### config.mk
export PLATFORM = sky130hd
export DESIGN_NAME = dual_fetch_top
export DESIGN_NICKNAME = d
export VERILOG_FILES = /design/src/source/dual_fetch_pkg.sv /design/src/source/fetch_pc.sv /design/src/source/if_id.sv /design/src/source/issue_check.sv /design/src/source/pair_align.sv /design/src/source/dual_fetch_top.sv
export SDC_FILE = /design/constraint.sdc
export NUM_CORES = 1
export LEC_CHECK = 0
export ABC_AREA = 0
export BUFFER_PORTS_ARGS = -buffer_cell sky130_fd_sc_hd__buf_2
export CORE_UTILIZATION = 40
export CTS_CLUSTER_DIAMETER = 120
export DETAILED_ROUTE_END_ITERATION = 6
export GPL_TIMING_DRIVEN = 0
export SLEW_MARGIN = 10
export SYNTH_ARGS = -nofsm -noshare
export SYNTH_HDL_FRONTEND = slang
export SYNTH_SLANG_ARGS = --single-unit
### constraint.sdc
create_clock -name clk -period 6 [get_ports clk]
set_input_delay 1.8 -clock clk [delete_from_list [all_inputs] [get_ports clk]]
set_output_delay 1.8 -clock clk [all_outputs]
set_load 0.01 [all_outputs]
### src/source/dual_fetch_pkg.sv
package dual_fetch_pkg;

	// Address, instruction and register index widths of the front end.
	localparam int ADDR_W = 32;
	localparam int INST_W = 32;
	localparam int PAIR_W = 2 * INST_W;
	localparam int REG_W  = 5;

	// The first pair is fetched from this address once reset is released.
	localparam logic [ADDR_W-1:0] RESET_PC = 32'h0000_0000;

	// One instruction is one word, and fetch always moves by a whole pair.
	localparam logic [ADDR_W-1:0] WORD_BYTES = 32'd4;
	localparam logic [ADDR_W-1:0] PAIR_BYTES = 32'd8;

	// Primary opcodes that the pairing logic knows about.
	// SPECIAL selects the register format, with the operation in funct.
	localparam logic [5:0] OP_SPECIAL = 6'b000000;
	localparam logic [5:0] OP_LW      = 6'b100011;
	localparam logic [5:0] OP_SW      = 6'b101011;
	localparam logic [5:0] OP_ADDIU   = 6'b001001;
	localparam logic [5:0] OP_BEQ     = 6'b000100;

	// One instruction word, seen either as a register or an immediate format.
	// The opcode, rs and rt fields sit at the same bits in both views.
	typedef union packed {
		struct packed {
			logic [5:0]       opcode;
			logic [REG_W-1:0] rs;
			logic [REG_W-1:0] rt;
			logic [REG_W-1:0] rd;
			logic [4:0]       shamt;
			logic [5:0]       funct;
		} r;
		struct packed {
			logic [5:0]       opcode;
			logic [REG_W-1:0] rs;
			logic [REG_W-1:0] rt;
			logic [15:0]      imm;
		} i;
	} inst_word_t;

endpackage

### src/source/fetch_pc.sv
module fetch_pc import dual_fetch_pkg::*; (
	input  logic              clk,
	input  logic              arst_n,
	input  logic              stall,
	input  logic              hold,
	input  logic              flush,
	input  logic [ADDR_W-1:0] flush_target,
	output logic [ADDR_W-1:0] imem_addr,
	output logic              imem_en,
	input  logic [PAIR_W-1:0] imem_pair,
	output logic [ADDR_W-1:0] if_pc,
	output logic [PAIR_W-1:0] if_pair,
	output logic              if_valid
);

	// Address of the next pair to request.
	logic [ADDR_W-1:0] req_pc;
	// Address of the pair whose data is on imem_pair in this cycle.
	logic [ADDR_W-1:0] resp_pc;
	logic              resp_valid;
	logic              freeze;

	// Either a back-end stall or an alignment hold stops the fetch stream.
	assign freeze = stall | hold;

	// The memory reads on every edge, so a frozen cycle must ask for the
	// pair that is already in flight. That way the same data comes back
	// and still lines up with resp_pc.
	assign imem_addr = freeze ? resp_pc : req_pc;
	assign imem_en   = 1'b1;

	always_ff @(posedge clk or negedge arst_n)
	begin
		if (!arst_n)
		begin
			req_pc     <= RESET_PC;
			resp_pc    <= RESET_PC;
			resp_valid <= 1'b0;
		end
		else if (flush)
		begin
			// The request made at this edge is from the old path.
			// It is marked invalid, and the target goes out next cycle.
			req_pc     <= flush_target;
			resp_valid <= 1'b0;
		end
		else if (!freeze)
		begin
			resp_pc    <= req_pc;
			resp_valid <= 1'b1;
			req_pc     <= req_pc + PAIR_BYTES;
		end
	end

	// The response is handed on together with the address it belongs to.
	assign if_pc    = resp_pc;
	assign if_pair  = imem_pair;
	assign if_valid = resp_valid;

endmodule

### src/source/if_id.sv
module if_id import dual_fetch_pkg::*; (
	input  logic              clk,
	input  logic              arst_n,
	input  logic [ADDR_W-1:0] if_pc,
	input  logic [PAIR_W-1:0] if_pair,
	input  logic              if_valid,
	input  logic              stall,
	input  logic              hold,
	input  logic              flush,
	input  logic              left_next,
	output logic [ADDR_W-1:0] id_pc,
	output logic [PAIR_W-1:0] id_pair_new,
	output logic [PAIR_W-1:0] id_pair_old,
	output logic              id_inst_left,
	output logic              id_valid
);

	// A pair is taken in only when fetch moves on.
	// A hold keeps the current new pair so that it can issue by itself.
	logic advance;

	assign advance = !stall && !hold;

	// Control state.
	// Flush drops both the registered pair and any leftover from the old path.
	always_ff @(posedge clk or negedge arst_n)
	begin
		if (!arst_n)
		begin
			id_valid     <= 1'b0;
			id_inst_left <= 1'b0;
		end
		else if (flush)
		begin
			id_valid     <= 1'b0;
			id_inst_left <= 1'b0;
		end
		else if (!stall)
		begin
			// The align logic already knows what remains after this cycle.
			// During a hold it clears the flag, because the kept pair
			// then leads the window on its own.
			id_inst_left <= left_next;
			if (!hold)
			begin
				id_valid <= if_valid;
			end
		end
	end

	// Payload registers.
	// The old pair is the previous new pair, so its upper word can lead the
	// next window whenever slot 1 did not issue.
	// id_pc always stays the address of the new pair's first word.
	always_ff @(posedge clk)
	begin
		if (advance)
		begin
			id_pc       <= if_pc;
			id_pair_new <= if_pair;
			id_pair_old <= id_pair_new;
		end
	end

endmodule

### src/source/issue_check.sv
module issue_check import dual_fetch_pkg::*; (
	input  inst_word_t win_inst0,
	input  inst_word_t win_inst1,
	output logic       pair_ok
);

	// What slot 0 writes.
	logic [REG_W-1:0] dst0;
	logic             dst0_valid;
	logic             mem0;

	// What slot 1 reads.
	logic [REG_W-1:0] src1_rs;
	logic [REG_W-1:0] src1_rt;
	logic             rt1_used;
	logic             mem1;

	logic             raw_hazard;
	logic             mem_conflict;

	// Destination of the older instruction.
	// An opcode not listed here is taken to write rt, like an immediate ALU op.
	// That refuses a few safe pairs but never lets a true dependence through.
	always_comb
	begin
		dst0       = win_inst0.i.rt;
		dst0_valid = 1'b1;
		mem0       = 1'b0;
		case (win_inst0.i.opcode)
			OP_SPECIAL:
			begin
				dst0 = win_inst0.r.rd;
			end
			OP_LW:
			begin
				mem0 = 1'b1;
			end
			OP_SW:
			begin
				dst0_valid = 1'b0;
				mem0       = 1'b1;
			end
			OP_BEQ:
			begin
				dst0_valid = 1'b0;
			end
			default:
			begin
				dst0_valid = 1'b1;
			end
		endcase
	end

	// Sources of the younger instruction.
	// rs is always read, and rt is read by the register format, store and branch.
	always_comb
	begin
		src1_rs  = win_inst1.i.rs;
		src1_rt  = win_inst1.r.rt;
		rt1_used = (win_inst1.i.opcode == OP_SPECIAL) || (win_inst1.i.opcode == OP_SW) ||
			(win_inst1.i.opcode == OP_BEQ);
		mem1     = (win_inst1.i.opcode == OP_LW) || (win_inst1.i.opcode == OP_SW);
	end

	// Register zero never carries a dependence.
	assign raw_hazard = dst0_valid && (dst0 != '0) &&
		((dst0 == src1_rs) || (rt1_used && (dst0 == src1_rt)));

	// There is only one memory port behind issue.
	assign mem_conflict = mem0 && mem1;

	assign pair_ok = !raw_hazard && !mem_conflict;

endmodule

### src/source/pair_align.sv
module pair_align import dual_fetch_pkg::*; (
	input  logic [ADDR_W-1:0] id_pc,
	input  logic [PAIR_W-1:0] id_pair_new,
	input  logic [PAIR_W-1:0] id_pair_old,
	input  logic              id_inst_left,
	input  logic              id_valid,
	input  logic              stall,
	input  logic              pair_ok,
	output inst_word_t        win_inst0,
	output inst_word_t        win_inst1,
	output logic              hold,
	output logic              left_next,
	output logic              issue_valid0,
	output logic [INST_W-1:0] issue_inst0,
	output logic [ADDR_W-1:0] issue_pc0,
	output logic              issue_valid1,
	output logic [INST_W-1:0] issue_inst1,
	output logic [ADDR_W-1:0] issue_pc1
);

	logic [ADDR_W-1:0] win_pc0;
	logic [ADDR_W-1:0] win_pc1;

	// A leftover is the upper word of the old pair, one word below id_pc.
	// It leads the window, and the first new word follows it.
	always_comb
	begin
		if (id_inst_left)
		begin
			win_inst0 = id_pair_old[PAIR_W-1:INST_W];
			win_inst1 = id_pair_new[INST_W-1:0];
			win_pc0   = id_pc - WORD_BYTES;
			win_pc1   = id_pc;
		end
		else
		begin
			win_inst0 = id_pair_new[INST_W-1:0];
			win_inst1 = id_pair_new[PAIR_W-1:INST_W];
			win_pc0   = id_pc;
			win_pc1   = id_pc + WORD_BYTES;
		end
	end

	// Slot 1 never goes without slot 0, so issue stays in program order.
	assign issue_valid0 = id_valid && !stall;
	assign issue_valid1 = issue_valid0 && pair_ok;

	assign issue_inst0 = win_inst0;
	assign issue_pc0   = win_pc0;
	assign issue_inst1 = win_inst1;
	assign issue_pc1   = win_pc1;

	// Without a leftover, an unissued slot 1 becomes the next leftover.
	// With a leftover, both words issuing leaves the upper new word behind.
	// A lone issue with a leftover leaves the whole new pair, which
	// needs one more cycle in place.
	assign left_next = issue_valid0 && (id_inst_left ? issue_valid1 : !issue_valid1);
	assign hold      = issue_valid0 && id_inst_left && !issue_valid1;

endmodule

### src/source/dual_fetch_top.sv
module dual_fetch_top import dual_fetch_pkg::*; (
	input  logic              clk,
	input  logic              arst_n,
	output logic [ADDR_W-1:0] imem_addr,
	output logic              imem_en,
	input  logic [PAIR_W-1:0] imem_pair,
	input  logic              stall,
	input  logic              flush,
	input  logic [ADDR_W-1:0] flush_target,
	output logic              issue_valid0,
	output logic [INST_W-1:0] issue_inst0,
	output logic [ADDR_W-1:0] issue_pc0,
	output logic              issue_valid1,
	output logic [INST_W-1:0] issue_inst1,
	output logic [ADDR_W-1:0] issue_pc1
);

	// Fetch to IF/ID.
	logic [ADDR_W-1:0] if_pc;
	logic [PAIR_W-1:0] if_pair;
	logic              if_valid;

	// IF/ID to the align logic.
	logic [ADDR_W-1:0] id_pc;
	logic [PAIR_W-1:0] id_pair_new;
	logic [PAIR_W-1:0] id_pair_old;
	logic              id_inst_left;
	logic              id_valid;

	// Window and the controls that go back up the pipe.
	inst_word_t        win_inst0;
	inst_word_t        win_inst1;
	logic              pair_ok;
	logic              hold;
	logic              left_next;

	fetch_pc u_fetch_pc (
		.clk          (clk),
		.arst_n       (arst_n),
		.stall        (stall),
		.hold         (hold),
		.flush        (flush),
		.flush_target (flush_target),
		.imem_addr    (imem_addr),
		.imem_en      (imem_en),
		.imem_pair    (imem_pair),
		.if_pc        (if_pc),
		.if_pair      (if_pair),
		.if_valid     (if_valid)
	);

	if_id u_if_id (
		.clk          (clk),
		.arst_n       (arst_n),
		.if_pc        (if_pc),
		.if_pair      (if_pair),
		.if_valid     (if_valid),
		.stall        (stall),
		.hold         (hold),
		.flush        (flush),
		.left_next    (left_next),
		.id_pc        (id_pc),
		.id_pair_new  (id_pair_new),
		.id_pair_old  (id_pair_old),
		.id_inst_left (id_inst_left),
		.id_valid     (id_valid)
	);

	pair_align u_pair_align (
		.id_pc        (id_pc),
		.id_pair_new  (id_pair_new),
		.id_pair_old  (id_pair_old),
		.id_inst_left (id_inst_left),
		.id_valid     (id_valid),
		.stall        (stall),
		.pair_ok      (pair_ok),
		.win_inst0    (win_inst0),
		.win_inst1    (win_inst1),
		.hold         (hold),
		.left_next    (left_next),
		.issue_valid0 (issue_valid0),
		.issue_inst0  (issue_inst0),
		.issue_pc0    (issue_pc0),
		.issue_valid1 (issue_valid1),
		.issue_inst1  (issue_inst1),
		.issue_pc1    (issue_pc1)
	);

	issue_check u_issue_check (
		.win_inst0 (win_inst0),
		.win_inst1 (win_inst1),
		.pair_ok   (pair_ok)
	);

endmodule

==> metrics.csv <==
metric;value;unit
status;finished clean;
cts-buffers-inserted;17;
dr.pass1.iters;5;
routed_via_density;5.19;
io_buffers;261;
min_path_type;reg -> reg;
crit_chain;buf_6, mux2_4, or4_1, o21ai_0, or4b_1, o32a_4, or3_4, nand2_4, buf_6, mux2_1, buf_2;
fill_cells;2210;
yosysUniqueCellTypes;65;
finalMaxSlewViolations;0;
path_buf_inv;3;
synth_top_family_by_area;multiplexers;
arrival;4.09;ns
hold_slack;0.439;ns
final_layout_size_suffix_gt1_frac;0.389;
grt_max_degree;74;
antenna_found_initial;5;
grt_usage;0.200;
fin_crit_sh;0.981;
regArea;0.00552;sq mm
grt_pass1_wl;39500;um
muxShareOfSynthArea;0.162;
rsz0062_at_grt;no;
reg2reg_slack;1.93;ns
cts_sinks;195;
grt_pass1_vias;7067;
vias;7413;
drtIter0Drc;472;
num-nets-final;1191;
multi_input_area;0.00424;sq mm
startpoint_type;flip-flop;
setup_viol;0;
hold_start;u_if_id.id_pair_new[41]$_DFFE_PP_;
critPathTopFamily;simple AND/OR/NAND/NOR gates;
cap_violations;0;
fin_area;0.0124;sq mm
start_util;0.410;
synth_xor_area_frac;0.0637;
ys_warn_count;0;
maxSlewHeadroom;0.347;
hold_depth;0;
rows;57;
setup_tns;0;ns
clockBufferDepth;2;
area_delta_synth_final;24.0;%
worstHoldEndpoint;u_if_id.id_pair_old[41]$_DFFE_PP_;
tightest_slew;0.977;ns
dieWidth;160;um
ioPinCount;263;
synthAdderAreaFrac;0.00374;
avgSynthCellArea;12.5;sq um
reg2reg_depth;12;
slowest_delay;0.53;ns
syn_nets;909;
synth_edf_count;128;
fmax;170;MHz
use_met1;0.262;
endpoint_kind;primary output;
yosys_register_bits;195;
design.core.area;0.0245;sq mm
synth-seq-area-share;0.550;
syn_area;0.0100;sq mm
yosys_most_used_dff;edfxtp_1;
synth-compound-area-share;0.0587;
grt-busiest-layer;met2;
critical_path_class;reg -> out;
ir_drop;0.204;mV
min_period;5.89;ns
cp_slowest_cell;or4b_1;
place_area;0.0118;sq mm
report.final.hold_viol_count;0;
path_clk_slew;0.08;ns
asyncSetResetFlopFracSynth;0.344;
grtUsageMet3;0.0416;
layout_commonest_cell;buf_2;
grt_use_met2;0.331;
globalplace.congestion;0.842;
root_buffer;clkbuf_16;
fin_ws;0.112;ns
dpl_worst_slack;0.342;ns
r2r-end;u_if_id.id_pc[10]$_DFFE_PP_;
finish.utilization;0.509;
cts_hold_repair.buffers;0;
required;4.20;ns
cpMostUsedCell;buf_6;
fin_cells;1429;
ant_nets;0;
crit_path_max_fanout;10;
p_leak;4.88;nW
cts_tree;done;
netlist_instances;806;
worstSkewPairLatency;0.44;ns
cp.depth;11;
gr-total-overflow;0;
drt_wl_total;25900;um
r2r-start;u_if_id.id_inst_left$_DFFE_PN0P_;
power;3.42;mW
dp_cells;1393;
most-common-layout-cells;265 x buf_2, 128 x edfxtp_1, 96 x mux2_2;
die_h;160;um
clock_skew;0.0115;ns
synthSimpleGateAreaFrac;0.130;
wl_per_cell;18.1;um
startpoint;u_if_id.id_inst_left$_DFFE_PN0P_;
hpwl;19600;um
remaining_drc_errors;0;
postCtsSetupBuffers;0;
p_per_area;275;mW/mm^2
dieArea;0.0257;sq mm
cts_max_level;4;
-- cell usage after synthesis, types with 18 or more instances --
| master | instances | share of area |
|---|---|---|
| nand2_1 | 45 | 0.017 |
| mux2_2 | 96 | 0.11 |
| nor3_1 | 25 | 0.012 |
| mux2i_1 | 18 | 0.018 |
| nor2_1 | 43 | 0.016 |
| mux2_1 | 31 | 0.035 |
| edfxtp_1 | 128 | 0.38 |
| inv_1 | 18 | 0.0067 |
| xnor2_1 | 43 | 0.038 |
| dfrtp_1 | 67 | 0.17 |
| xor2_1 | 30 | 0.026 |
| nand3_1 | 32 | 0.016 |
| clkbuf_1 | 29 | 0.011 |
-- worst register-to-register path, delay by kind of cell (launching register included) --
kind,cells,cell delay (ns)
simple gates,2,0.23
compound gates,2,0.66
buf+inv,8,2.37
flops,1,0.42
-- registers in the layout (all words and copies together), names as in the netlist --
register              count
u_if_id.id_pc            32
u_fetch_pc.if_pc         32
u_fetch_pc.if_valid       1
u_fetch_pc.req_pc        32
u_if_id.id_pair_new      64
u_if_id.id_inst_left      1
u_if_id.id_valid          1
u_if_id.id_pair_old      32
-- cells by family after synthesis --
group | after synthesis
adders and majority gates | 3
AOI/OAI and AO/OA | 77
DFF | 195
muxes | 146
and+or+nand+nor | 244
xor gates and xnor gates | 73
buffers and inverters | 67
other | 1
-- power by group --
group | internal (mW) | switching [mW]
logic | 0.287 | 0.320
clock network | 0.555 | 0.555
registers | 1.59 | 0.119
-- what timing repair did --
| item | CTS | global route |
|---|---|---|
| hold endpoints to repair | 0 | 0 |
| pin swaps | 0 | 1 |
| resized for setup | 6 | 7 |
| endpoints found under the setup margin | 35 | 30 |
-- cell type report --
type / count / share of cell area
Inverter: 19 / 0.00613
Sequential cell: 195 / 0.444
Clock buffer: 18 / 0.0345
Timing Repair Buffer: 263 / 0.110
Multi-Input combinational cell: 544 / 0.341
Clock inverter: 14 / 0.0116
Buffer: 48 / 0.0205
Antenna cell: 4 / 0.000804
Tap cell: 324 / 0.0326
-- per-layer routing --
layer / wire (um) / share of wire
met5: 8 / 0.00031
met4: 488 / 0.019
met3: 1280 / 0.049
met2: 12500 / 0.48
met1: 11600 / 0.45
-- worst max path at each step --
stage                                             end  slack [ns]
floorplan            u_if_id.id_pair_new[0]$_DFFE_PP_        0.37
CTS                                     imem_addr[29]        0.02
detailed placement                      imem_addr[29]        0.34
finish                                  imem_addr[26]        0.11
global placement    u_if_id.id_pair_old[35]$_DFFE_PP_       -1.33
global route                            imem_addr[24]       0.004
(Power assumes the default switching activity.)
